==> src/logic/mem_pkg.sv <==
package mem_pkg;

	//////////////////////////////
	// Bus widths
	//////////////////////////////

	// Byte address and data word
	localparam int ADDR_W = 32;
	localparam int DATA_W = 32;

	// One enable per byte lane
	localparam int BE_W = DATA_W / 8;

	//////////////////////////////
	// Address map
	//////////////////////////////

	// 4 KiB of 32-bit words
	localparam int MEM_WORDS = 1024;
	localparam int IDX_W = 10;

	// Instruction region 0x000 - 0x3FF, data region up to 0xFFF
	localparam logic [ADDR_W-1:0] INSTR_END = 32'h0000_0400;
	localparam logic [ADDR_W-1:0] MEM_END = 32'h0000_1000;

	// AXI4-Lite response codes
	localparam logic [1:0] RESP_OKAY = 2'b00;
	localparam logic [1:0] RESP_SLVERR = 2'b10;

	//////////////////////////////
	// Encodings
	//////////////////////////////

	// Owner and direction of port B in a cycle
	typedef enum logic [2:0] {
		OP_NONE,
		OP_CORE_RD,
		OP_CORE_WR,
		OP_HOST_RD,
		OP_HOST_WR
	} portb_op_e;

	// Host side of the port B arbiter
	typedef enum logic [1:0] {
		ST_IDLE,
		ST_HOST_PEND,
		ST_HOST_RESP
	} ctrl_state_e;

endpackage

==> src/logic/axil_slave.sv <==
`timescale 1ns/10ps

module axil_slave import mem_pkg::*; (
	input  logic              clk,
	input  logic              arst_n,

	// Write address and data
	input  logic [ADDR_W-1:0] awaddr,
	input  logic              awvalid,
	output logic              awready,
	input  logic [DATA_W-1:0] wdata,
	input  logic [BE_W-1:0]   wstrb,
	input  logic              wvalid,
	output logic              wready,

	// Write response
	output logic [1:0]        bresp,
	output logic              bvalid,
	input  logic              bready,

	// Read address and data
	input  logic [ADDR_W-1:0] araddr,
	input  logic              arvalid,
	output logic              arready,
	output logic [DATA_W-1:0] rdata,
	output logic [1:0]        rresp,
	output logic              rvalid,
	input  logic              rready,

	// Captured request toward mem_ctrl
	output logic              host_req,
	output logic              host_we,
	output logic [ADDR_W-1:0] host_addr,
	output logic [DATA_W-1:0] host_wdata,
	output logic [BE_W-1:0]   host_wstrb,

	// Completion from mem_ctrl
	input  logic              host_done,
	input  logic [DATA_W-1:0] host_rdata,
	input  logic              host_err
);

	// Busy from acceptance until response taken
	logic pend;
	logic aw_fire;
	logic ar_fire;

	//////////////////////////////
	// Acceptance
	//////////////////////////////

	// AW and W go together, only when idle
	assign awready = !pend && awvalid && wvalid;
	assign wready = awready;

	// Reads wait while any write channel is active
	assign arready = !pend && arvalid && !awvalid && !wvalid;

	assign aw_fire = awvalid && awready;
	assign ar_fire = arvalid && arready;

	//////////////////////////////
	// Control state
	//////////////////////////////

	always_ff @(posedge clk or negedge arst_n) begin
		if (!arst_n) begin
			pend <= 1'b0;
			host_req <= 1'b0;
			bvalid <= 1'b0;
			rvalid <= 1'b0;
		end else begin
			// New transaction, request goes out next cycle
			if (aw_fire || ar_fire) begin
				pend <= 1'b1;
				host_req <= 1'b1;
			end
			// Memory side finished, raise the matching response
			if (host_done) begin
				host_req <= 1'b0;
				bvalid <= host_we;
				rvalid <= !host_we;
			end
			// Free once the host takes the response
			if (bvalid && bready) begin
				bvalid <= 1'b0;
				pend <= 1'b0;
			end
			if (rvalid && rready) begin
				rvalid <= 1'b0;
				pend <= 1'b0;
			end
		end
	end

	//////////////////////////////
	// Transaction register
	//////////////////////////////

	always_ff @(posedge clk) begin
		if (aw_fire) begin
			host_we <= 1'b1;
			host_addr <= awaddr;
			host_wdata <= wdata;
			host_wstrb <= wstrb;
		end else if (ar_fire) begin
			host_we <= 1'b0;
			host_addr <= araddr;
		end
		// Response payload, error reads return zero
		if (host_done) begin
			bresp <= host_err ? RESP_SLVERR : RESP_OKAY;
			rresp <= host_err ? RESP_SLVERR : RESP_OKAY;
			rdata <= host_err ? '0 : host_rdata;
		end
	end

endmodule

==> config.mk <==
export PLATFORM = sky130hd
export DESIGN_NAME = axil_slave
export DESIGN_NICKNAME = d
export VERILOG_FILES = /design/src/logic/mem_pkg.sv /design/src/logic/axil_slave.sv
export SDC_FILE = /design/constraint.sdc
export NUM_CORES = 1
export LEC_CHECK = 0
export BUFFER_PORTS_ARGS = -buffer_cell sky130_fd_sc_hd__clkbuf_2
export CAP_MARGIN = 5
export CORE_AREA = 2 2 98 100
export CTS_BUF_LIST = sky130_fd_sc_hd__clkbuf_8
export DETAILED_ROUTE_END_ITERATION = 8
export DIE_AREA = 0 0 100 102
export PLACE_DENSITY = 0.82
export SLEW_MARGIN = 5
export SYNTH_ARGS = -nofsm -noshare
export SYNTH_HDL_FRONTEND = slang
export SYNTH_SLANG_ARGS = --single-unit
==> constraint.sdc <==
create_clock -name clk -period 7.15 [get_ports clk]
set_clock_uncertainty 0.2 [all_clocks]
set_input_delay 0.715 -clock clk [delete_from_list [all_inputs] [get_ports clk]]
set_output_delay 0.715 -clock clk [all_outputs]
set_load 0.005 [all_outputs]
==> out/results.tsv <==
stage	metric	value	unit
yosys	top post-synthesis cells by area	sky130_fd_sc_hd__edfxtp_1 (75%), sky130_fd_sc_hd__mux2_4 (10%), sky130_fd_sc_hd__nor2b_1 (5.0%)	
yosys	Post-Synthesis Cell Area	4020	sq um
die	die outline height	102	um
yosys	Warnings, synthesis	0	
die	die outline area	10200	sq um
power_and_ir_drop	switching power of the nets	344	uW
final_layout	flip-flop and latch area	3150	sq um
critical_path	arrival time at the worst endpoint	1.78	ns
timing	Final setup violation count	0	
timing	Final Hold Slack	0.309	ns
final_layout	total area of multi-input combinational cells	792	sq um
route	post-detailed-route DRC marker count	0	
placement	post-detailed-placement cell area	5350	sq um
final_layout	Area growth, synth to finish	38.0	%
timing	accumulated negative setup slack	0	ns
final_layout	number of nets in the layout	594	
route	starting DRC count in detailed routing	69	
power_and_ir_drop	sequential fraction of design power	0.582	
grt	global-route usage over all layers	0.174	
route	overall routed net length	9170	um
die	Die Wd	100	um
job	Max Cap Violations	0	
final_layout	final cell utilization of the core	0.609	
yosys	post-synthesis cell type with the largest combined area	sky130_fd_sc_hd__edfxtp_1	
power_and_ir_drop	Pwr per Cell Area	244	nW/um^2
min_path	kind of path behind the tightest hold check	reg2reg	
cts	worst skew pair latency	0.36	ns
placement	number of port buffers	249	
timing	RSZ-0062 raised after global routing	false	
yosys	Mapped Avg Cell Area	20.1	sq um
timing	fin crit period	2.69	ns
yosys	number of standard cells after synthesis	200	
critical_path	Critical Path Sink Type	output port	
yosys	flop and latch count out of synthesis	106	
final_layout	share of cells above drive strength 1	0.653	
cts	CTS tree	done	
cts	number of clock sinks	106	
timing	transition time of the tightest slew-check pin	1.04	ns
route	DR WL/cell	16.1	um
critical_path	element type at the critical path start	flop	
power_and_ir_drop	leakage dissipation	2.57	nW
placement	GP Congestion	0.758	
grt	via count of the first global-routing pass	2761	
timing	final clock period utilization by the worst path	0.376	
grt	total overflow reported by the global router	0	
die	Placeable Area	9110	sq um
die	starting utilization of the core area	0.441	
timing	worst max-slew margin expressed relative to the limit	0.302	
cts	clock tree root driver cell	sky130_fd_sc_hd__clkbuf_8	
grt	initial antenna violation count	0	
route	vias post-DR	2646	
cts	setup fix buffers added after clock tree synthesis	0	
critical_path	Max Fanout on Critical Path	35	
cts	clk buf depth	2	
critical_path	Worst Path Class, Setup	reg2out	
final_layout	leading cell type in the layout, fill and taps excluded	sky130_fd_sc_hd__clkbuf_2	
final_layout	cell area after layout	5550	sq um
placement	Detailed Place HPWL	7100	um
power_and_ir_drop	Peak supply drop	0.119	mV
cts	number of buffers added by the clock tree synthesis step	9	
grt	global-route wire length before repair	13400	um
cts	clock edge transition at the registers on the reported setup and hold paths	0.10	ns
route	number of optimization iterations in the first detailed-route pass	4	
power_and_ir_drop	total design power	1.36	mW
critical_path	worst endpoint required time	6.23	ns
final_layout	number of antenna repair diodes	0	
final_layout	commonest non-fill, non-tap cells in the layout	sky130_fd_sc_hd__clkbuf_2 (249), sky130_fd_sc_hd__edfxtp_1 (101), sky130_fd_sc_hd__nor2b_1 (32)	
timing	number of slew-limit violations in the final report	0	
final_layout	filler cell count	727	
route	remaining antenna violation count after routing	0	
grt	largest net degree at the start of global routing	38	
yosys	share of Yosys cell area claimed by the top area cell type	0.754	
yosys	sequential-to-total area share from yosys stat	0.784	
power_and_ir_drop	relative contribution of combinational cells to total power	0.160	
power_and_ir_drop	switching power as a share of total power	0.254	
die	std cell rows	35	
outcome	outcome	completed	
power_and_ir_drop	share of total power in the clock network	0.258	
yosys	number of library cell types mapped by synthesis	22	
timing	upper clock frequency limit	372	MHz
route	Vias/cell	4.65	
cts	number of levels the H-tree was split into	3	
power_and_ir_drop	Pint	1.01	mW
timing	total count of hold-check failures in the final report	0	
die	number of I/O pins	252	
==> registers in the layout, summed over array words and instances, names as in the netlist <==
signal / cells
host_addr: 32
host_wdata: 32
rdata: 32
host_wstrb: 4
bvalid: 1
host_req: 1
host_we: 1
pend: 1
rresp: 1
rvalid: 1
==> cell families after synthesis <==
| family | Yosys count | synth area share |
|---|---|---|
| flip-flops | 106 | 0.784 |
| AO/OA/AOI/OAI | 8 | 0.0124 |
| AND/OR/NAND/NOR | 38 | 0.0626 |
| buffers and inverters | 14 | 0.0224 |
| other | 1 | 0.000933 |
| multiplexers | 33 | 0.117 |
==> synth_stat cells <==
| cell type | count |
|---|---|
| sky130_fd_sc_hd__edfxtp_1 | 101 |
| sky130_fd_sc_hd__nor2b_1 | 32 |
| sky130_fd_sc_hd__mux2_4 | 27 |
| sky130_fd_sc_hd__mux2_2 | 5 |
| sky130_fd_sc_hd__a21oi_1 | 4 |
| sky130_fd_sc_hd__buf_4 | 4 |
| sky130_fd_sc_hd__dfrtp_1 | 4 |
| sky130_fd_sc_hd__inv_1 | 4 |
| sky130_fd_sc_hd__buf_6 | 3 |
| sky130_fd_sc_hd__clkbuf_1 | 3 |
| sky130_fd_sc_hd__a221oi_1 | 2 |
| sky130_fd_sc_hd__a211oi_1 | 1 |
| sky130_fd_sc_hd__and2_1 | 1 |
| sky130_fd_sc_hd__conb_1 | 1 |
| sky130_fd_sc_hd__dfxtp_1 | 1 |
| sky130_fd_sc_hd__mux2i_1 | 1 |
| sky130_fd_sc_hd__nand2_1 | 1 |
| sky130_fd_sc_hd__nand3b_4 | 1 |
| sky130_fd_sc_hd__nor2_1 | 1 |
| sky130_fd_sc_hd__nor4b_1 | 1 |
| sky130_fd_sc_hd__o21ai_0 | 1 |
| sky130_fd_sc_hd__or3b_1 | 1 |
==> per-stage QoR <==
step / std cells / worst slack (ns)
2_1_floorplan: 201 / 3.77
3_3_place_gp: 552 / 4.42
3_5_place_dp: 552 / 4.35
4_1_cts: 569 / 4.41
5_1_grt: 569 / 4.34
6_report: 569 / 4.46
==> worst max-delay path, stage by stage, from the launching register on <==
cell and delay, ns:
sky130_fd_sc_hd__dfrtp_1 0.47, sky130_fd_sc_hd__nand3b_4 0.60, sky130_fd_sc_hd__inv_1 0.21, sky130_fd_sc_hd__clkbuf_2 0.14
==> final cells by class <==
type,instances,area share
Inverter,4,0.00271
Multi-Input combinational cell,81,0.143
Clock inverter,7,0.0111
Timing Repair Buffer,251,0.228
Clock buffer,9,0.0223
Sequential cell,106,0.568
Tap cell,111,0.0250
==> path summary, 6_finish.rpt <==
check	startpoint	end	slack, ns	cells after the start
worst max-delay path	pend$_DFFE_PN0P_	awready	4.46	3
worst min-delay path	host_we$_SDFFE_PN1P_	rvalid$_DFFE_PN0P_	0.31	1
worst max register to register	pend$_DFFE_PN0P_	host_wdata[19]$_DFFE_PN_	4.93	3
worst min register to register	host_we$_SDFFE_PN1P_	rvalid$_DFFE_PN0P_	0.31	1
max in group asynchronous	arst_n	pend$_DFFE_PN0P_	6.15	2
min in group asynchronous	arst_n	rvalid$_DFFE_PN0P_	0.48	2
==> repair_timing <==
action | in CTS | in global routing
hold buffers | 1 | 0
gates resized for setup | 0 | 0
hold endpoints to repair | 4 | 0
==> power groups by stage <==
| stage | Combinational, mW | Sequential (mW) | Clock [mW] |
|---|---|---|---|
| 3_5_place_dp | 0.220 | 0.804 | 0 |
| 4_1_cts | 0.221 | 0.790 | 0.360 |
| 5_1_grt | 0.237 | 0.796 | 0.385 |
| 2_1_floorplan | 0.0923 | 0.808 | 0 |
| 6_report | 0.217 | 0.789 | 0.349 |
| 3_3_place_gp | 0.214 | 0.801 | 0 |
==> layer usage <==
layer,vias to the layer above,track usage,share of wire
met2,133,0.315,0.54
met3,18,0.0499,0.080
met1,1246,0.185,0.36
met4,0,0.0917,0.024
li1,1249,-,-
met5,-,0,0
(Power assumes the default switching activity.)
