===== config.mk =====
export PLATFORM = sky130hd
export DESIGN_NAME = addr_decode
export DESIGN_NICKNAME = d
export VERILOG_FILES = /design/src/logic/mem_pkg.sv /design/src/logic/addr_decode.sv
export SDC_FILE = /design/constraint.sdc
export NUM_CORES = 1
export LEC_CHECK = 0
export BUFFER_PORTS_ARGS = -buffer_cell sky130_fd_sc_hd__buf_2
export CAP_MARGIN = 40
export CELL_PAD_IN_SITES_DETAIL_PLACEMENT = 1
export CELL_PAD_IN_SITES_GLOBAL_PLACEMENT = 1
export CORE_AREA = 2 2 64 66
export DETAILED_ROUTE_END_ITERATION = 10
export DIE_AREA = 0 0 66 68
export PLACE_DENSITY = 0.95
export SLEW_MARGIN = 30
export SYNTH_ARGS = -nofsm -noshare
export SYNTH_HDL_FRONTEND = slang
export SYNTH_SLANG_ARGS = --single-unit

===== constraint.sdc =====
create_clock -name vclk -period 2
set_input_delay 0.4 -clock vclk [all_inputs]
set_output_delay 0.4 -clock vclk [all_outputs]
set_load 0.1 [all_outputs]

===== src/logic/mem_pkg.sv =====
package mem_pkg;

	//////////////////////////////
	// Bus widths
	//////////////////////////////

	// Byte address and data word
	localparam int ADDR_W = 32;
	localparam int DATA_W = 32;

	// One enable per byte lane
	localparam int BE_W = DATA_W / 8;

	//////////////////////////////
	// Address map
	//////////////////////////////

	// 4 KiB of 32-bit words
	localparam int MEM_WORDS = 1024;
	localparam int IDX_W = 10;

	// Instruction region 0x000 - 0x3FF, data region up to 0xFFF
	localparam logic [ADDR_W-1:0] INSTR_END = 32'h0000_0400;
	localparam logic [ADDR_W-1:0] MEM_END = 32'h0000_1000;

	// AXI4-Lite response codes
	localparam logic [1:0] RESP_OKAY = 2'b00;
	localparam logic [1:0] RESP_SLVERR = 2'b10;

	//////////////////////////////
	// Encodings
	//////////////////////////////

	// Owner and direction of port B in a cycle
	typedef enum logic [2:0] {
		OP_NONE,
		OP_CORE_RD,
		OP_CORE_WR,
		OP_HOST_RD,
		OP_HOST_WR
	} portb_op_e;

	// Host side of the port B arbiter
	typedef enum logic [1:0] {
		ST_IDLE,
		ST_HOST_PEND,
		ST_HOST_RESP
	} ctrl_state_e;

endpackage


===== src/logic/addr_decode.sv =====
`timescale 1ns/10ps

module addr_decode import mem_pkg::*; (
	// Byte addresses from the three clients
	input  logic [ADDR_W-1:0] instr_addr,
	input  logic [ADDR_W-1:0] data_addr,
	input  logic [ADDR_W-1:0] host_addr,

	// Word indices into the shared array
	output logic [IDX_W-1:0]  instr_idx,
	output logic [IDX_W-1:0]  data_idx,
	output logic [IDX_W-1:0]  host_idx,

	// Region violations
	output logic              instr_bad,
	output logic              data_bad,
	output logic              host_bad
);

	//////////////////////////////
	// Word index
	//////////////////////////////

	// Drop byte offset, keep enough bits for 1024 words
	assign instr_idx = instr_addr[IDX_W+1:2];
	assign data_idx = data_addr[IDX_W+1:2];
	assign host_idx = host_addr[IDX_W+1:2];

	//////////////////////////////
	// Region checks
	//////////////////////////////

	// Fetch only from 0x000 - 0x3FF
	assign instr_bad = (instr_addr >= INSTR_END);

	// Core data only in 0x400 - 0xFFF
	always_comb begin
		data_bad = 1'b0;
		if (data_addr < INSTR_END) begin
			data_bad = 1'b1;
		end
		if (data_addr >= MEM_END) begin
			data_bad = 1'b1;
		end
	end

	// Host sees the full map; anything past it errors
	assign host_bad = (host_addr >= MEM_END);

endmodule


==> flow_metrics.tcl, run 1 <==
set metrics [dict create \
    yosysSeqAreaShare_pct 0 \
    syn_area_per_cell_um2 7.09 \
    pwr-share-seq_pct 0 \
    p_per_area_mw_per_mm2 185 \
    drc_errors 0 \
    power_leakage_uw 0.000311 \
    via_count 551 \
    worstPathMaxFanout 2 \
    p_comb_share_pct 100.0 \
    core_mm2 0.00386 \
    grt_pass1_vias 501 \
    crit_type "in -> out" \
    nNetsFinal 191 \
    seqCellArea_um2 0 \
    synth_area_leaders "buf_4 62%, nor4_1 24%, or4_1 4.2%" \
    setup_viol 1 \
    crit_buf_inv 2 \
    critPathMaxStageDelay_ns 0.52 \
    final_area_um2 591 \
    postCtsHoldBufs 0 \
    post-cts-setup-buffers 0 \
    min_period_ns 2.11 \
    die_y_um 68 \
    finalHoldViolCount 0 \
    n_antenna_cell 0 \
    internal-power_uw 52.6 \
    fmax_ghz 0.474 \
    slowest_stage "or4_4" \
    fin_setup_tns_ns -0.110 \
    place_congestion 0.712 \
    syn_inst 51 \
    drt-pass1-iter-count 2 \
    rsz0062_at_grt "yes" \
    wl_per_cell_um 12.6 \
    ant_nets 0 \
    grt_pass1_wl_um 2040 \
    finalWorstSetupSlack_ns -0.110 \
    die_w_um 66 \
    initial_core_util_pct 9.38 \
    avgViaCountPerCell 3.85 \
    arrival_ns 1.71 \
    tightest_slew_ns 0.506 \
    grt_start_max_net_pins 3 \
    crit_path_frequent_cell "or4_4" \
    rows 23 \
    area_delta_synth_final_pct 63.3 \
    maxCapViolations 0 \
    cp-end-kind "output port" \
    maxSlewViolCount 0 \
    cp.required_ns 1.60 \
    synth_top_area_share_pct 62.3 \
    sw_frac_of_total_pct 51.9 \
    yosys.cell_types.count 8 \
    fin_crit_sh_pct 105 \
    slew_headroom_pct 66.5 \
    pre_cts_ws_ns -0.219 \
    path_delay_family "simple AND/OR/NAND/NOR gates" \
    antenna_found_initial 0 \
    io_buffer_count 71 \
    syn_nets 147 \
    vdd_drop_max_v 0.0000324 \
    pwr-share-clk_pct 0 \
    outcome "complete, but fails checks" \
    ctsResizeCount 5 \
    clkbuf_count 0 \
    path_cells "buf_6 > or4_4 > or4_4 > buf_12" \
    dp_hpwl_um 1580 \
    synth_warnings 0 \
    synth_area_um2 362 \
    drive_above_1_share_pct 79.6 \
    dieArea_mm2 0.00449 \
    min_path_type "in -> out" \
    yosysTopAreaCell "buf_4" \
    grt_usage_pct 6.11 \
    grt.overflow.total 0 \
    ios 129 \
    flops_and_latches 0 \
    drtIter0Drc 10 \
    wirelength_um 1800 \
    violations "setup timing" \
    start_kind "primary input" \
    post_dp_cell_area_um2 566 \
    switchingPower_uw 56.8 \
]
==> worst paths after layout <==
| kind | start | slack [ns] | depth (start not counted) | to |
|---|---|---|---|---|
| setup / recovery | instr_addr[10] | -0.11 | 4 | instr_bad |
| hold / removal | data_addr[2] | 0.80 | 0 | data_idx[0] |
==> final cells by class <==
class                           count  area, um2
Fill cell                         501       3270
Multi-Input combinational cell     21        144
Tap cell                           50       62.6
Timing Repair Buffer               72        384
==> layer usage <==
| metal | vias to the layer above | routed length, um | global-route usage [%] |
|---|---|---|---|
| li1 | 247 | - | - |
| met1 | 233 | 401 | 3.13 |
| met2 | 65 | 960 | 15.5 |
| met3 | 6 | 388 | 2.30 |
| met4 | 0 | 44 | 2.04 |
| met5 | - | 0 | 0 |
==> cells in the final DEF, fill, tap and decap left out, drive strengths merged <==
cell / instances
or4: 2
nand3: 1
o211ai: 1
nand4: 1
buf: 72
nor4: 14
and3: 1
and4: 1
==> cells by family (layout without fill, tap and decap cells) <==
kind of cell	count (synthesis)	in the layout	synth area share (%)
buffers and inverters	30	72	62.3
and+or+nand+nor	20	20	35.6
AOI/OAI and AO/OA	1	1	2.08
==> stage by stage <==
step | util [%] | total power, uW | std cells | hold slack [ns]
floorplan | - | 288 | 51 | 1.01
global route | 15.3 | 117 | 143 | 0.800
global placement | 14.7 | 105 | 143 | 0.801
CTS | 15.2 | 109 | 143 | 0.801
detailed placement | 14.7 | 108 | 143 | 0.801
finish | 15.3 | 109 | 143 | 0.800
==> cell usage after synthesis, drive strengths merged <==
| library cell | number |
|---|---|
| or4 | 2 |
| o211ai | 1 |
| nor4 | 14 |
| nand4 | 1 |
| buf | 30 |
| nand3 | 1 |
| and4 | 1 |
| and3 | 1 |
==> power groups by stage <==
stage	Sequential, uW	Combinational (uW)	Clock, uW
6_report	0	109	0
5_1_grt	0	117	0
4_1_cts	0	109	0
3_5_place_dp	0	108	0
3_3_place_gp	0	105	0
2_1_floorplan	0	288	0
No activity file was read; power rests on OpenSTA's default activity.
==> run 2: changes to the inputs <==
- RECOVER_POWER: not set -> 25
- SETUP_SLACK_MARGIN: not set -> 0.3
==> run 2 against run 1 <==
  * Highest routed layer unchanged
  * Worst hold slack is the same
  * The flow still finishes with violations (setup timing)
  * Die area stayed put
  * Combinational power increased by 14%
  * Clock-buffer cell count did not move
  * Critical path type unchanged
  * Flip-flop and latch count did not move
  * Sequential share of layout area stayed put
  * Final area up 19%
==> flow_metrics.tcl, run 2 (synthesized netlist as in run 1, its figures left out) <==
set metrics [dict create \
    flops_and_latches 0 \
    drive_above_1_share_pct 87.0 \
    n_antenna_cell 0 \
    place_congestion 0.610 \
    final_area_um2 702 \
    avgViaCountPerCell 3.78 \
    grt_pass1_vias 523 \
    io_buffer_count 71 \
    dp_hpwl_um 1430 \
    postCtsHoldBufs 0 \
    seqCellArea_um2 0 \
    wl_per_cell_um 11.4 \
    maxCapViolations 0 \
    grt.overflow.total 0 \
    grt_start_max_net_pins 3 \
    grt_pass1_wl_um 1820 \
    worstPathMaxFanout 2 \
    ios 129 \
    drt-pass1-iter-count 2 \
    post-cts-setup-buffers 0 \
    core_mm2 0.00386 \
    area_delta_synth_final_pct 94.1 \
    min_period_ns 2.11 \
    antenna_found_initial 0 \
    post_dp_cell_area_um2 563 \
    power_leakage_uw 0.000332 \
    fin_crit_sh_pct 106 \
    pwr-share-clk_pct 0 \
    pwr-share-seq_pct 0 \
    crit_type "in -> out" \
    rsz0062_at_grt "yes" \
    tightest_slew_ns 0.490 \
    min_path_type "in -> out" \
    finalWorstSetupSlack_ns -0.112 \
    drc_errors 0 \
    via_count 537 \
    dieArea_mm2 0.00449 \
    initial_core_util_pct 9.38 \
    most-common-layout-cells "62 x buf_2, 7 x nor4_1, 7 x buf_6" \
    finalHoldViolCount 0 \
    switchingPower_uw 63.8 \
    fmax_ghz 0.474 \
    clkbuf_count 0 \
    maxSlewViolCount 0 \
    rows 23 \
    wirelength_um 1620 \
    grt_usage_pct 5.15 \
    die_w_um 66 \
    cp.required_ns 1.60 \
    cp-end-kind "output port" \
    layout_commonest_cell "buf_2" \
    drtIter0Drc 2 \
    ant_nets 0 \
    arrival_ns 1.71 \
    die_y_um 68 \
    slew_headroom_pct 67.6 \
    internal-power_uw 60.5 \
    final_util_pct 18.2 \
    setup_viol 1 \
    start_kind "primary input" \
    p_per_area_mw_per_mm2 177 \
    p_comb_share_pct 100.0 \
    vdd_drop_max_v 0.0000292 \
    sw_frac_of_total_pct 51.3 \
    violations "setup timing" \
    outcome "complete, but fails checks" \
    nNetsFinal 190 \
]
[run 2: path summary, 6_finish.rpt]
path      startpoint     endpoint  cells past startpoint
max   instr_addr[10]    instr_bad                      4
min     host_addr[7]  host_idx[5]                      0
[run 2: worst max-delay path, stage by stage]
cell,delay (ns)
buf_2,0.10
or4_1,0.52
or4_4,0.50
buf_8,0.19
[run 2: stage by stage]
step / hold WS [ns] / TNS [ns] / setup slack, ns / instances / power, uW
floorplan: 1.01 / -0.272 / -0.272 / 51 / 289
global placement: 0.801 / -0.184 / -0.184 / 142 / 101
detailed placement: 0.801 / -0.203 / -0.203 / 142 / 105
CTS: 0.801 / -0.110 / -0.110 / 142 / 112
global route: 0.800 / -0.120 / -0.120 / 142 / 133
finish: 0.800 / -0.112 / -0.112 / 142 / 124
[run 2: routing by layer]
| metal | track usage (%) | vias up | part of all wire, % |
|---|---|---|---|
| met3 | 0.493 | 14 | 17 |
| met2 | 13.5 | 59 | 54 |
| li1 | - | 245 | - |
| met4 | 2.30 | 0 | 3.5 |
| met1 | 2.93 | 219 | 25 |
| met5 | 0 | - | 0 |
[run 2: cell type report]
cell class	instances	area, um2
fillers	482	3150
multi-input cells	21	215
well taps	50	62.6
repair buffers	71	424
[run 2: timing repair]
action / in CTS / in global routing
pin swaps: 3 / 6
endpoints found under the setup margin: 3 / 3
gates resized for setup: 13 / 12
[run 2: power by group through the flow]
stage	combinational [uW]	sequential, uW	clock (uW)
3_3_place_gp	101	0	0
5_1_grt	133	0	0
6_report	124	0	0
2_1_floorplan	289	0	0
4_1_cts	112	0	0
3_5_place_dp	105	0	0
==> run 3: changes to the inputs <==
- PLACE_DENSITY: 0.95 -> not set
- PLACE_DENSITY_LB_ADDON: not set -> 0.12
- clock period: 2 -> 1.8 ns (I/O delays scaled with it)
==> run 3 against run 2 <==
  * The run still ends with setup timing left
  * Total power increased by 22%
  * Die area unchanged
  * Final cell count grew 0.70%
  * Clock-buffer cell count unchanged
  * Highest routed layer unchanged
  * Worst hold slack got worse by 0.080 ns
  * Combinational power is 22% higher
  * Flip-flop and latch count did not move
  * Global-route usage grew 0.28 points
  * Non-clock buffer count grew 1
  * Wire length is 3.2% lower
  * First-iteration DRC count increased to 5.5 times the previous value
  * Critical endpoint unchanged
  * Sequential share of layout area stayed put
==> flow_metrics.tcl, run 3 (synthesized netlist as in run 1, its figures left out) <==
set metrics [dict create \
    vdd_drop_max_v 0.0000441 \
    drc_errors 0 \
    n_antenna_cell 0 \
    min_period_ns 2.04 \
    seqCellArea_um2 0 \
    area_delta_synth_final_pct 117 \
    finalHoldViolCount 0 \
    slew_headroom_pct 67.7 \
    drtIter0Drc 11 \
    avgViaCountPerCell 3.92 \
    fin_setup_tns_ns -0.242 \
    post-cts-setup-buffers 0 \
    maxCapViolations 0 \
    dp_hpwl_um 1340 \
    layout_commonest_cell "buf_2" \
    cp.required_ns 1.44 \
    rows 23 \
    drive_above_1_share_pct 90.3 \
    grt_usage_pct 5.42 \
    crit_type "in -> out" \
    p_per_area_mw_per_mm2 193 \
    violations "setup timing" \
    cp-end-kind "output port" \
    wirelength_um 1560 \
    tightest_slew_ns 0.488 \
    wl_per_cell_um 10.9 \
    start_kind "primary input" \
    maxSlewViolCount 0 \
    place_congestion 0.563 \
    grt_pass1_wl_um 2090 \
    setup_viol 1 \
    fin_crit_sh_pct 113 \
    drt-pass1-iter-count 4 \
    core_mm2 0.00386 \
    pre_cts_ws_ns -0.314 \
    antenna_found_initial 0 \
    ios 129 \
    die_y_um 68 \
    min_path_type "in -> out" \
    ant_nets 0 \
    power_leakage_uw 0.000354 \
    grt.overflow.total 0 \
    initial_core_util_pct 9.38 \
    flops_and_latches 0 \
    worstPathMaxFanout 1 \
    via_count 561 \
    die_w_um 66 \
    arrival_ns 1.68 \
    nNetsFinal 191 \
    dieArea_mm2 0.00449 \
    finalWorstSetupSlack_ns -0.242 \
    clkbuf_count 0 \
    io_buffer_count 71 \
    outcome "complete, but fails checks" \
    fmax_ghz 0.490 \
    rsz0062_at_grt "yes" \
    grt_pass1_vias 539 \
    most-common-layout-cells "57 x buf_2, 12 x buf_6, 6 x nor4_1" \
    grt_start_max_net_pins 3 \
]
-- run 3: power breakdown --
part	total (uW)	internal [uW]	switching (uW)
combinational	151	76.5	75.0
clock	0	0	0
sequential	0	0	0
total	151	76.5	75.0
-- run 3: area by class of cell --
cell class / count / area [um2]
fillers: 472 / 3070
repair buffers: 72 / 468
multi-input cells: 21 / 255
well taps: 50 / 62.6
-- run 3: per-layer routing --
metal,GRT usage (%),share of wire (%)
met1,4.39,26
met2,11.4,47
met3,2.96,26
met4,1.02,1.0
met5,0,0
-- run 3: metrics by stage --
stage | std cells | util, % | total power (uW) | area (um2) | hold slack [ns]
2_1_floorplan | 51 | - | 321 | 384 | 0.932
6_report | 143 | 20.4 | 151 | 786 | 0.720
3_3_place_gp | 143 | 15.2 | 116 | 584 | 0.721
3_5_place_dp | 143 | 15.2 | 118 | 584 | 0.721
5_1_grt | 143 | 20.4 | 162 | 786 | 0.720
4_1_cts | 143 | 18.3 | 136 | 707 | 0.721
-- run 3: final timing paths --
| check | startpoint | to | slack (ns) | cells after the start |
|---|---|---|---|---|
| worst max-delay path | instr_addr[28] | instr_bad | -0.24 | 4 |
| worst min-delay path | instr_addr[3] | instr_idx[1] | 0.72 | 0 |
-- run 3: worst max-delay path: stages --
cell and delay [ns]:
buf_6 0.09, or4_4 0.51, or4_4 0.54, buf_12 0.18
-- run 3: repair_timing --
| item | 4_1_cts | 5_1_grt |
|---|---|---|
| hold buffers | 0 | 0 |
| pin swaps | 7 | 10 |
| gates resized for setup | 23 | 12 |
| endpoints found under the setup margin | 3 | 3 |
