[config.mk]
export PLATFORM = sky130hd
export DESIGN_NAME = mem_ctrl
export DESIGN_NICKNAME = d
export VERILOG_FILES = /design/src/logic/mem_pkg.sv /design/src/logic/mem_ctrl.sv
export SDC_FILE = /design/constraint.sdc
export NUM_CORES = 1
export LEC_CHECK = 0
export BUFFER_PORTS_ARGS = -buffer_cell sky130_fd_sc_hd__buf_4
export CAP_MARGIN = 10
export CORE_AREA = 2 2 71 73
export DETAILED_ROUTE_END_ITERATION = 7
export DIE_AREA = 0 0 73 75
export PLACE_DENSITY = 0.69
export SETUP_SLACK_MARGIN = 0.02
export SLEW_MARGIN = 10
export SYNTH_ARGS = -nofsm -noshare
export SYNTH_HDL_FRONTEND = slang
export SYNTH_SLANG_ARGS = --single-unit
export TNS_END_PERCENT = 50
[constraint.sdc]
create_clock -name clk -period 1.34 [get_ports clk]
set_input_delay 0.134 -clock clk [delete_from_list [all_inputs] [get_ports clk]]
set_output_delay 0.134 -clock clk [all_outputs]
set_load 0.01 [all_outputs]
[src/logic/mem_pkg.sv]
package mem_pkg;

	//////////////////////////////
	// Bus widths
	//////////////////////////////

	// Byte address and data word
	localparam int ADDR_W = 32;
	localparam int DATA_W = 32;

	// One enable per byte lane
	localparam int BE_W = DATA_W / 8;

	//////////////////////////////
	// Address map
	//////////////////////////////

	// 4 KiB of 32-bit words
	localparam int MEM_WORDS = 1024;
	localparam int IDX_W = 10;

	// Instruction region 0x000 - 0x3FF, data region up to 0xFFF
	localparam logic [ADDR_W-1:0] INSTR_END = 32'h0000_0400;
	localparam logic [ADDR_W-1:0] MEM_END = 32'h0000_1000;

	// AXI4-Lite response codes
	localparam logic [1:0] RESP_OKAY = 2'b00;
	localparam logic [1:0] RESP_SLVERR = 2'b10;

	//////////////////////////////
	// Encodings
	//////////////////////////////

	// Owner and direction of port B in a cycle
	typedef enum logic [2:0] {
		OP_NONE,
		OP_CORE_RD,
		OP_CORE_WR,
		OP_HOST_RD,
		OP_HOST_WR
	} portb_op_e;

	// Host side of the port B arbiter
	typedef enum logic [1:0] {
		ST_IDLE,
		ST_HOST_PEND,
		ST_HOST_RESP
	} ctrl_state_e;

endpackage

[src/logic/mem_ctrl.sv]
`timescale 1ns/10ps

module mem_ctrl import mem_pkg::*; (
	input  logic              clk,
	input  logic              arst_n,

	// Requests and decode results
	input  logic              instr_rd,
	input  logic              instr_bad,
	input  logic              data_req,
	input  logic              data_we,
	input  logic              data_bad,
	input  logic              host_req,
	input  logic              host_we,
	input  logic              host_bad,

	// RAM side
	input  logic [DATA_W-1:0] a_rdata,
	input  logic [DATA_W-1:0] b_rdata,
	output logic              a_en,
	output logic              b_en,
	output logic              b_we,
	output portb_op_e         portb_op,

	// Core side
	output logic              data_gnt,
	output logic              instr_valid,
	output logic [DATA_W-1:0] instr_rdata,
	output logic              instr_fault,
	output logic              data_rvalid,
	output logic [DATA_W-1:0] data_rdata,
	output logic              data_fault,

	// Host side
	output logic              host_done,
	output logic [DATA_W-1:0] host_rdata,
	output logic              host_err
);

	ctrl_state_e state, state_d;
	logic        host_gnt;
	logic        issue_bad;

	// Last cycle's issue record
	logic        instr_rd_q;
	logic        instr_bad_q;
	portb_op_e   op_q;
	logic        fault_q;

	//////////////////////////////
	// Port B arbitration
	//////////////////////////////

	// Core never waits
	assign data_gnt = data_req;

	// Host goes only in a cycle free of core traffic
	assign host_gnt = host_req && !data_req &&
		(state == ST_IDLE || state == ST_HOST_PEND);

	always_comb begin
		state_d = state;
		case (state)
			ST_IDLE: if (host_req) state_d = data_req ? ST_HOST_PEND : ST_HOST_RESP;
			ST_HOST_PEND: if (!data_req) state_d = ST_HOST_RESP;
			// host_done cycle, host_req still high here
			default: state_d = ST_IDLE;
		endcase
	end

	always_comb begin
		portb_op = OP_NONE;
		if (data_req) begin
			portb_op = data_we ? OP_CORE_WR : OP_CORE_RD;
		end else if (host_gnt) begin
			portb_op = host_we ? OP_HOST_WR : OP_HOST_RD;
		end
	end

	// Fault of whoever owns port B this cycle
	assign issue_bad = data_req ? data_bad : host_bad;

	// Faulting accesses never reach the array
	assign a_en = instr_rd && !instr_bad;
	assign b_en = (portb_op != OP_NONE) && !issue_bad;
	assign b_we = b_en && (portb_op == OP_CORE_WR || portb_op == OP_HOST_WR);

	//////////////////////////////
	// State and issue record
	//////////////////////////////

	always_ff @(posedge clk or negedge arst_n) begin
		if (!arst_n) begin
			state <= ST_IDLE;
			instr_rd_q <= 1'b0;
			instr_bad_q <= 1'b0;
			op_q <= OP_NONE;
			fault_q <= 1'b0;
		end else begin
			state <= state_d;
			instr_rd_q <= instr_rd;
			instr_bad_q <= instr_bad;
			op_q <= portb_op;
			fault_q <= issue_bad;
		end
	end

	//////////////////////////////
	// Return paths
	//////////////////////////////

	// Instruction port, zero unless a good fetch
	assign instr_valid = instr_rd_q;
	assign instr_fault = instr_rd_q && instr_bad_q;
	assign instr_rdata = (instr_rd_q && !instr_bad_q) ? a_rdata : '0;

	// Core data, writes return zero
	assign data_rvalid = (op_q == OP_CORE_RD) || (op_q == OP_CORE_WR);
	assign data_fault = data_rvalid && fault_q;
	assign data_rdata = (op_q == OP_CORE_RD && !fault_q) ? b_rdata : '0;

	// Host completion
	assign host_done = (op_q == OP_HOST_RD) || (op_q == OP_HOST_WR);
	assign host_err = host_done && fault_q;
	assign host_rdata = (op_q == OP_HOST_RD && !fault_q) ? b_rdata : '0;

endmodule

==> implementation parameters, run 1 <==
Parameter                              Value

Power and ir drop
  Cell-internal power    880 uW
  Worst supply voltage drop on vdd    0.524 mV
  Comb power frac    between 50% and 60%
  Switching share of power    about 28%
  Leakage power of the design    1.56 nW
  Sequential share of power    ~22%
  Power dissipated by switching net loads    350 uW
  Clk network pwr share    a little under a quarter
  Power density of the placed cells    around 440 mW/mm2

Timing
  Sum Neg Setup Slack    -15040 ps
  Transition time at the pin with the least slew margin    199 ps
  Maximum clock frequency    619 MHz
  Worst max-slew margin expressed relative to the limit    between 80% and 90%
  Number of endpoints failing setup at the final stage    72
  Final worst clock skew    just under 2 ps
  Max-slew violation count    0
  Final cycle utilization of the critical path    121%
  Final worst path period need    1620 ps
  Setup repair after global routing missed its margin    yes
  Final setup margin    -276 ps
  Hold Vio Cnt, Final    0

Logic synthesis
  Net count after synthesis    214
  Count of different cell masters after synthesis    21
  Leading area contributor after synthesis    and2_1
  Number of warning messages in the yosys log    0
  Synth top area cells    and2_1 58%, dfrtp_1 19%, buf_4 2.9%
  Fraction of the yosys area taken by sequential cells    19.2%
  Mapped Area    0.00104 mm2
  Top cell type's share of synthesized area    around three fifths
  Post-Syn Instances    140
  Synthesized area per cell    7.44 um2
  Register bit total from synthesis    8

Clock tree
  Clock transition at the register clock pins on the worst setup and hold paths after CTS    40 ps
  Clock tree from TritonCTS    built
  CTS buffer count    3
  Clock H-tree levels    1
  Clock Tree Buf Depth    2
  Buffer cell driving the clock tree root    clkbuf_8
  Worst-Skew Late Latency    220 ps
  Number of clock sinks    8

Run status
  Violated checks    setup timing
  Result of the run    finished, violations left

Layout
  Post-route design area    0.00283 mm2
  Share of final-layout standard cells stronger than drive strength 1    70.9%
  Antenna diode count    0
  Number of nets at the end of the flow    403
  Area delta synth->final    171%

GRT
  Overflow left after global routing    0
  Top Usage Layer GRT    met2
  Met1 Use GR    18.7%
  First-pass GRT wire length    6.65 mm
  Pin count of the biggest net entering global routing    33
  Initial antenna violation count    0
  Global-route track usage on met3    1.61%
  Met2 track utilization from global routing    29.0%
  Via count of the first global-routing pass    1358
  GRT Overall Usage    15.3%

Worst setup path
  Worst setup startpoint    fault_q
  R2R depth    4
  Required time of the critical path    1210 ps
  Crit path capture type    output port
  Critical register-to-register path startpoint    state[1]
  CP Launch Type    register
  Critical path's largest stage delay    410 ps
  End point of the critical path    data_rdata[9]
  Family of cells with the greatest summed delay on the critical path    buffers and inverters
  Most common cell type on the critical path    buf_4
  Critical Setup Path Class    register to output port
  Chain of cells forming the critical path    nor4b_4, buf_4, clkbuf_16, and2_1, buf_4
  Worst path buffer plus inverter count    3
  Crit-path max FO    16
  Number of cells on the critical path    5
  Worst R2R End    op_q[1]
  Data arrival, critical path    approximately 1500 ps
  Slowest stage cell on the critical path    dfrtp_1
  Reg2Reg Setup Slack    120 ps

Place
  Port Buffers    around 180
  Final weighted congestion of routability-driven global placement    0.734
  Worst setup slack before clock tree synthesis    -7.15 ps
  Post-detailed-placement cell area    roughly 0.0025 mm2

Floorplan
  Row Count    25
  Die ar.    0.00548 mm2
  Overall die height    75 um
  Die extent in x    ~73 um
  IO Count    183
  Initial core utilization    22.4%
  Core Region    about 0.0047 mm2

Routing
  Number of antenna-violating nets in the routed design    0
  First-pass detailed-route iteration total    4
  DR WL/cell    12.9 um
  Detailed-route DRC error count    0
  Mean number of vias per cell    4.05
  Aggregate routed wire length    slightly below 5 mm
  Vias after detailed routing    1544
  Number of DRC markers in iteration 0    28

Flow run
  Max_cap viols    0

Min path
  Worst min-delay path class    primary input to register
  Startpoint of the most critical hold path    instr_rd
[cells in the mapped netlist]
| cell | instances |
|---|---|
| nand2_1 | 2 |
| inv_1 | 2 |
| or3b_1 | 2 |
| o22ai_1 | 2 |
| xnor2_1 | 1 |
| clkbuf_2 | 3 |
| o21bai_1 | 1 |
| clkbuf_1 | 3 |
| nor4b_4 | 1 |
| dfrtp_1 | 8 |
| o31ai_1 | 1 |
| nor2b_1 | 2 |
| o21ai_0 | 1 |
| a21boi_0 | 1 |
| mux2_2 | 1 |
| and4bb_1 | 1 |
| nor2_1 | 4 |
| nand3b_1 | 2 |
| buf_4 | 4 |
| and2_1 | 97 |
| nor3b_1 | 1 |
[cells by family (layout without fill, tap and decap cells)]
| kind of cell | count (synthesis) | count (layout) | synth area share [%] |
|---|---|---|---|
| multiplexers | 1 | 1 | 1.08 |
| XOR/XNOR | 1 | 1 | 0.840 |
| AND/OR/NAND/NOR | 112 | 112 | 68.9 |
| AO/OA/AOI/OAI | 6 | 6 | 3.84 |
| buffers and inverters | 12 | 199 | 6.12 |
| flip-flops | 8 | 8 | 19.2 |
[worst min-delay path by stage]
stage,endpoint,slack (ps),cells after the start
floorplan,fault_q,-160,0
detailed placement,state[1],-40,1
global route,instr_valid,20,1
finish,instr_valid,20,1
CTS,instr_valid,20,1
global placement,state[1],-40,1
[final cells by class]
type                    count  area (um2)
inverters                   2        7.51
fillers                   425        1830
repair buffers            194        1620
clock buffers               3        41.3
well taps                  54        67.6
flip-flops and latches      8         201
multi-input cells         120         890
[power by group through the flow]
stage          sequential [mW]  combinational, mW  clock, mW
2_1_floorplan            0.275              0.195          0
3_3_place_gp             0.276              0.572          0
3_5_place_dp             0.277              0.575          0
4_1_cts                  0.274              0.656      0.287
5_1_grt                  0.277              0.721      0.308
6_report                 0.275              0.673      0.282
[cells in the final DEF, fill, tap and decap left out]
cell | synthesis | final
buf_4 | 4 | 161
and2_1 | 97 | 72
buf_6 | 0 | 28
and2_4 | 0 | 25
dfrtp_1 | 8 | 7
nor2_1 | 4 | 3
clkbuf_8 | 0 | 3
buf_12 | 0 | 3
nand2_1 | 2 | 2
inv_1 | 2 | 2
nand3b_1 | 2 | 2
and4bb_1 | 1 | 1
nor4b_4 | 1 | 1
or3b_4 | 0 | 1
o21ai_2 | 0 | 1
o22ai_4 | 0 | 1
nor2b_4 | 0 | 1
nor2_2 | 0 | 1
mux2_2 | 1 | 1
nor2b_1 | 2 | 1
o22ai_2 | 0 | 1
o31ai_2 | 0 | 1
xnor2_2 | 0 | 1
nor3b_1 | 1 | 1
or3b_1 | 2 | 1
a21boi_1 | 0 | 1
o21bai_1 | 1 | 1
clkbuf_16 | 0 | 1
dlygate4sd3_1 | 0 | 1
dfrtp_2 | 0 | 1
[per-stage QoR]
step | power (mW) | util [%] | hold WS, ps | cells
6_report | 1.23 | 60.6 | 22.4 | 381
5_1_grt | 1.31 | 60.6 | 15.9 | 381
4_1_cts | 1.22 | 59.3 | 20.8 | 379
3_5_place_dp | 0.852 | 53.5 | -40.8 | 371
3_3_place_gp | 0.848 | 53.5 | -43.3 | 371
2_1_floorplan | 0.470 | - | -162 | 140
[per-layer routing]
layer  vias up  wire [um]
met5         -          0
met3         0        321
met4         0          0
met2        65       2800
met1       673       1810
li1        806          -
[registers in the layout (all words and copies together) (netlist names)]
name	flops
state	2
fault_q	1
instr_bad_q	1
instr_valid	1
op_q	3
[worst reg2reg max path, delay by kind of cell, from the launching register on]
family / cells / cell delay (ps)
compound gates: 1 / 150
simple gates: 1 / 430
flops: 1 / 370
buf+inv: 2 / 200
[repair_timing]
action | CTS | global route
hold buffers | 1 | 0
resized for setup | 58 | 8
endpoints found under the setup margin | 104 | 105
setup buffers | 4 | 1
hold endpoints to repair | 8 | 0
gates cloned | 0 | 1
pin swaps | 24 | 8
(Power assumes the default switching activity.)
==> run 2, diff against run 1 <==
Clock period 1.34 ns to 1.59 ns, I/O delays scaled along.
==> implementation parameters, run 2 (synthesis results as in run 1) <==
Parameter                              Value

Routing
  Mean number of vias per cell    4.07 (+0.49%)
  Detailed-route DRC error count    0 (unchanged)
  Number of antenna-violating nets in the routed design    0 (unchanged)
  WL met1    1.77 mm (-2.0%)
  Aggregate routed wire length    4.69 mm (-4.8%)
  DR WL/cell    12.6 um (-2.8%)
  Vias after detailed routing    1519 (-1.6%)
  Number of DRC markers in iteration 0    45 (+61%)
  WL met2    2.52 mm (-10%)
  Amount of wire on met3 after detailed routing    354 um (+10%)
  Top routing layer used    met4
  First-pass detailed-route iteration total    4 (unchanged)

Floorplan
  Row Count    25 (unchanged)
  Die ar.    0.00548 mm2 (unchanged)
  IO Count    183 (unchanged)
  Die extent in x    73 um (unchanged)
  Overall die height    75 um (unchanged)
  Core Region    0.00466 mm2 (unchanged)
  Initial core utilization    22.4% (unchanged)

Timing
  Final worst clock skew    1.23 ps (-0.731 ps)
  Final worst path period need    1600 ps
  Final setup margin    -6.78 ps (+269 ps)
  Number of endpoints failing setup at the final stage    4 (-94%)
  Worst max-slew margin expressed relative to the limit    83.0% (-3.7 points)
  Maximum clock frequency    around 630 MHz
  Final cycle utilization of the critical path    100%
  Max-slew violation count    0 (unchanged)
  Sum Neg Setup Slack    -15.6 ps (+15020 ps)
  Transition time at the pin with the least slew margin    254 ps (+55.5 ps)
  Hold Vio Cnt, Final    0 (unchanged)
  Setup repair after global routing missed its margin    yes

Min path
  Startpoint of the most critical hold path    instr_rd
  Worst hold path endpoint    instr_valid
  Worst min-delay path class    primary input to register
  Cell depth of the worst hold path    1 (unchanged)

Clock tree
  Number of clock sinks    8 (unchanged)
  Buffer cell driving the clock tree root    clkbuf_8
  Clock Tree Buf Depth    2 (unchanged)
  Clock tree from TritonCTS    built
  Number of buffers inserted by post-CTS setup repair    0 (-4)
  CTS buffer count    3 (unchanged)
  Worst-Skew Late Latency    230 ps (about the same)
  Clock transition at the register clock pins on the worst setup and hold paths after CTS    40 ps (about the same)
  Clock H-tree levels    1 (unchanged)

Power and ir drop
  Clk network pwr share    24.9% (+2.0 points)
  Worst supply voltage drop on vdd    0.514 mV (-1.9%)
  Sequential share of power    23.9% (+1.6 points)
  Design Power    970 uW (-21%)
  Switching share of power    29.0% (+0.55 points)
  Power density of the placed cells    369 mW/mm2 (-15%)
  Cell-internal power    689 uW (-22%)
  Power dissipated by switching net loads    281 uW (-20%)
  Comb power frac    51.2% (-3.5 points)
  Leakage power of the design    1.47 nW (-6.2%)

Worst setup path
  R2R depth    2 (-2)
  Slowest stage cell on the critical path    dfrtp_1
  Worst path buffer plus inverter count    2 (-1)
  Required time of the critical path    1430 ps (+220 ps)
  CP Launch Type    register
  Crit path capture type    output port
  Data arrival, critical path    1440 ps (-40 ps)
  Critical path's largest stage delay    410 ps (about the same)
  Chain of cells forming the critical path    nor4b_4, buf_12, and2_1, buf_4
  Critical register-to-register path startpoint    state[1]
  Worst R2R End    op_q[1]
  Reg2Reg Setup Slack    510 ps (+390 ps)
  Family of cells with the greatest summed delay on the critical path    simple AND/OR/NAND/NOR gates
  Crit-path max FO    32 (+16)
  Critical Setup Path Class    register to output port

Layout
  Register ranked first by flip-flop count    op_q
  Largest registers in the final layout    op_q: 3 flops, state: 2 flops
  Area delta synth->final    152%
  Flip-flop count of the largest register, all copies and words added    3 (unchanged)
  Post-layout util    56.5% (-4.2 points)
  Area occupied by multi-input gates    836 um2 (-6.0%)
  Antenna diode count    0 (unchanged)
  Sequential cell area    203 um2 (+0.62%)
  Number of nets at the end of the flow    395 (-2.0%)
  Count of fill cells added during filler insertion    463 (+8.9%)
  Most used cells in the layout excluding fill and tap cells    169 x buf_4, 83 x and2_1, 14 x and2_4, 14 x buf_6, 6 x dfrtp_1
  Most common cell after layout, fill and taps aside    buf_4
  Cell Count, Final, Fillers Out    373 (-2.1%)
  Share of final-layout standard cells stronger than drive strength 1    65.5% (-5.4 points)

Place
  Final weighted congestion of routability-driven global placement    0.701 (-4.5%)
  Detailed-placement wirelength estimate    3.89 mm
  Placed instance count    369 (-0.54%)
  Port Buffers    182 (unchanged)

GRT
  Initial antenna violation count    0 (unchanged)
  GRT Overall Usage    14.0% (-1.3 points)
  Overflow left after global routing    0 (unchanged)
  Via count of the first global-routing pass    1225 (-9.8%)
  Pin count of the biggest net entering global routing    33 (unchanged)
  First-pass GRT wire length    6.14 mm (-7.7%)

Flow run
  Max_cap viols    0 (unchanged)

Run status
  Violated checks    setup timing
  Result of the run    finished, violations left
[run 2: cell types whose count changed in the layout (fill, tap and decap cells not counted), sizes merged]
cell / change
clkbuf: -1
buf: -7
[run 2: power by group through the flow]
| stage | logic, mW | clock network, mW | registers [mW] |
|---|---|---|---|
| after floorplan | 0.164 | 0 | 0.232 |
| after global placement | 0.474 | 0 | 0.233 |
| after detailed placement | 0.476 | 0 | 0.234 |
| after CTS | 0.493 | 0.248 | 0.232 |
| after global routing | 0.533 | 0.260 | 0.233 |
| final | 0.497 | 0.242 | 0.231 |
[run 2: per-layer routing]
metal | track usage (%) | vias to the layer above
met4 | 3.09 | 0
met2 | 25.2 | 73
met1 | 17.4 | 656
met5 | 0 | -
met3 | 2.41 | 4
li1 | - | 786
[run 2: worst max path at each step]
stage / startpoint / to / cells past startpoint
floorplan: state[1] / b_we / 2
global placement: op_q[1] / data_rdata[30] / 4
detailed placement: op_q[1] / data_rdata[22] / 4
CTS: fault_q / data_rdata[22] / 4
global route: fault_q / data_rdata[23] / 4
finish: fault_q / data_rdata[29] / 4
[run 2: stage by stage]
stage / worst slack [ps] / cell area, um2 / hold WS, ps
detailed placement: 217 / 2470 / -17.6
finish: -6.78 / 2630 / 47.9
global route: -91.1 / 2630 / 42.6
CTS: -21.6 / 2610 / 42.5
floorplan: 303 / 1040 / -137
global placement: 237 / 2470 / -18.4
[run 2: worst reg2reg max path, stage by stage, from the launching register on]
cell,delay [ps]
dfrtp_1,360
or3b_4,440
o21ai_1,190
[run 2: area by class of cell]
class	instances	share of cell area (%)
clock buffers	3	1.57
inverters	2	0.285
multi-input cells	120	31.8
flip-flops and latches	8	7.70
well taps	54	2.57
repair buffers	186	56.1
[run 2: timing repair]
item / CTS / global route
pin swaps: 14 / 2
endpoints found under the setup margin: 68 / 67
hold buffers: 1 / 0
endpoints found under the hold margin: 8 / 0
resized for setup: 31 / 5
==> run 3, diff against run 2 <==
Settings changed: CELL_PAD_IN_SITES_DETAIL_PLACEMENT set to 1, CELL_PAD_IN_SITES_GLOBAL_PLACEMENT set to 1, CORE_AREA 2 2 71 73 to unset, CORE_MARGIN set to 2, CORE_UTILIZATION set to 15, DIE_AREA 0 0 73 75 to unset, PLACE_DENSITY 0.69 to unset, PLACE_DENSITY_LB_ADDON set to 0.1.
==> implementation parameters, run 3 (synthesis results as in run 1) <==
Parameter                              Value

Timing
  Final worst clock skew    4.13 ps (+2.90 ps)
  Worst max-slew margin expressed relative to the limit    82.6% (-0.40 points)
  Setup repair after global routing missed its margin    yes
  Final cycle utilization of the critical path    103% (+2.4 points)
  Number of endpoints failing setup at the final stage    30 (+26)
  Maximum clock frequency    611 MHz (-2.4%)
  Hold Vio Cnt, Final    0 (unchanged)
  Transition time at the pin with the least slew margin    260 ps (+5.92 ps)
  Tightest hold margin    52.5 ps (+4.53 ps)
  Max-slew violation count    0 (unchanged)
  Final setup margin    -45.7 ps (-38.9 ps)
  Final worst path period need    1640 ps (+38.9 ps)

Layout
  Most common cell after layout, fill and taps aside    buf_4
  Most used cells in the layout excluding fill and tap cells    180 x buf_4, 92 x and2_1, 6 x dfrtp_1
  Share of final-layout standard cells stronger than drive strength 1    63.8% (-1.7 points)
  Register ranked first by flip-flop count    op_q
  Area delta synth->final    156%
  Cell Count, Final, Fillers Out    403 (+8.0%)
  Count of fill cells added during filler insertion    844 (+82%)
  Number of nets at the end of the flow    399 (+1.0%)
  Flip-flop count of the largest register, all copies and words added    3 (unchanged)
  Antenna diode count    0 (unchanged)
  Largest registers in the final layout    op_q: 3 flops, state: 2 flops

Routing
  Number of DRC markers in iteration 0    14 (-69%)
  Mean number of vias per cell    3.94 (-3.2%)
  Amount of wire on met3 after detailed routing    536 um (+51%)
  DR WL/cell    13.3 um (+5.6%)
  Top routing layer used    met3
  Number of antenna-violating nets in the routed design    0 (unchanged)
  WL met2    2.80 mm (+11%)
  Detailed-route DRC error count    0 (unchanged)
  Vias after detailed routing    1589 (+4.6%)
  WL met1    2.02 mm (+14%)
  Aggregate routed wire length    5.35 mm (+14%)
  First-pass detailed-route iteration total    4 (unchanged)

Worst setup path
  Crit-path max FO    13 (-59%)
  Slowest stage cell on the critical path    and4bb_4
  Critical path's largest stage delay    430 ps (+20 ps)
  Critical Setup Path Class    register to output port
  Required time of the critical path    1430 ps (about the same)
  Data arrival, critical path    1480 ps (+40 ps)
  Crit path capture type    output port
  Chain of cells forming the critical path    and4bb_4, clkbuf_16, and2_1, buf_4
  CP Launch Type    register

Flow run
  Max_cap viols    0 (unchanged)

Clock tree
  Worst-Skew Late Latency    220 ps (about the same)
  Clock Tree Buf Depth    2 (unchanged)
  Clock tree from TritonCTS    built
  CTS buffer count    3 (unchanged)
  Clock H-tree levels    1 (unchanged)
  Buffer cell driving the clock tree root    clkbuf_8
  Number of clock sinks    8 (unchanged)
  Clock transition at the register clock pins on the worst setup and hold paths after CTS    40 ps (about the same)

Place
  Placed instance count    396 (+7.3%)
  Final weighted congestion of routability-driven global placement    0.675 (-3.8%)
  Worst setup slack before clock tree synthesis    184 ps (-32.4 ps)
  Detailed-placement wirelength estimate    4.52 mm (+16%)
  Port Buffers    182 (unchanged)

Floorplan
  Die ar.    0.00763 mm2 (+39%)
  Die extent in x    87.4 um (+20%)
  Row Count    30 (+20%)
  Core Region    0.00676 mm2 (+45%)
  IO Count    183 (unchanged)
  Initial core utilization    15.4% (-6.9 points)
  Overall die height    87.4 um (+16%)

Run status
  Result of the run    finished, violations left
  Violated checks    setup timing

GRT
  GRT Overall Usage    11.6% (-2.3 points)
  Via count of the first global-routing pass    1440 (+18%)
  Overflow left after global routing    0 (unchanged)
  Initial antenna violation count    0 (unchanged)
  Pin count of the biggest net entering global routing    33 (unchanged)
  First-pass GRT wire length    7.24 mm (+18%)

Power and ir drop
  Design Power    964 uW (-0.63%)
  Leakage power of the design    1.48 nW (+0.70%)
  Worst supply voltage drop on vdd    0.406 mV (-21%)
  Power density of the placed cells    361 mW/mm2 (-2.1%)

Min path
  Worst min-delay path class    primary input to register
[run 3: per-stage QoR]
stage / setup TNS, ps / instance area, um2 / util [%]
after CTS: -772 / 2560 / 37.9
after global routing: -4630 / 2670 / 39.5
final: -857 / 2670 / 39.5
after global placement: 0 / 2510 / 37.1
after floorplan: 0 / 1040 / -
after detailed placement: 0 / 2510 / 37.1
[run 3: power by group]
| part | leakage, nW | internal (mW) | switching, mW |
|---|---|---|---|
| clock network | 0.0216 | 0.163 | 0.0679 |
| logic | 1.36 | 0.311 | 0.191 |
| registers | 0.0968 | 0.218 | 0.0132 |
[run 3: cell type report]
type,count,area [um2],area share [%]
Clock buffer,3,41.3,1.55
Tap cell,80,100,3.75
Multi-Input combinational cell,120,812,30.4
Inverter,2,7.51,0.281
Timing Repair Buffer,190,1510,56.4
Sequential cell,8,203,7.59
[run 3: metal layers]
metal / track usage (%) / up-vias
li1: - / 799
met5: 0 / -
met3: 2.37 / 0
met4: 1.26 / 0
met2: 21.8 / 93
met1: 13.9 / 697
[run 3: critical path: cells and delay by family, from the launching register on]
kind / cells / cell delay, ps
buffers and inverters: 2 / 300
AND/OR/NAND/NOR: 2 / 550
flip-flops: 1 / 410
[run 3: worst paths after layout]
| path | start | to | depth (start not counted) | slack (ps) |
|---|---|---|---|---|
| min in group asynchronous | arst_n | instr_bad_q | 2 | 280 |
| worst min-delay path | instr_rd | instr_valid | 1 | 50 |
| worst max register to register | state[1] | op_q[0] | 2 | 530 |
| worst max-delay path | fault_q | host_rdata[27] | 4 | -50 |
| worst min register to register | state[0] | state[1] | 2 | 530 |
| max in group asynchronous | arst_n | op_q[2] | 2 | 1160 |
[run 3: what timing repair did]
| item | in CTS | in global routing |
|---|---|---|
| endpoints found under the hold margin | 8 | 0 |
| pin swaps | 0 | 7 |
| gates resized for setup | 4 | 16 |
| buffers inserted | 0 | 1 |
| hold buffers | 1 | 0 |
| cloned | 0 | 2 |
| endpoints found under the setup margin | 67 | 68 |
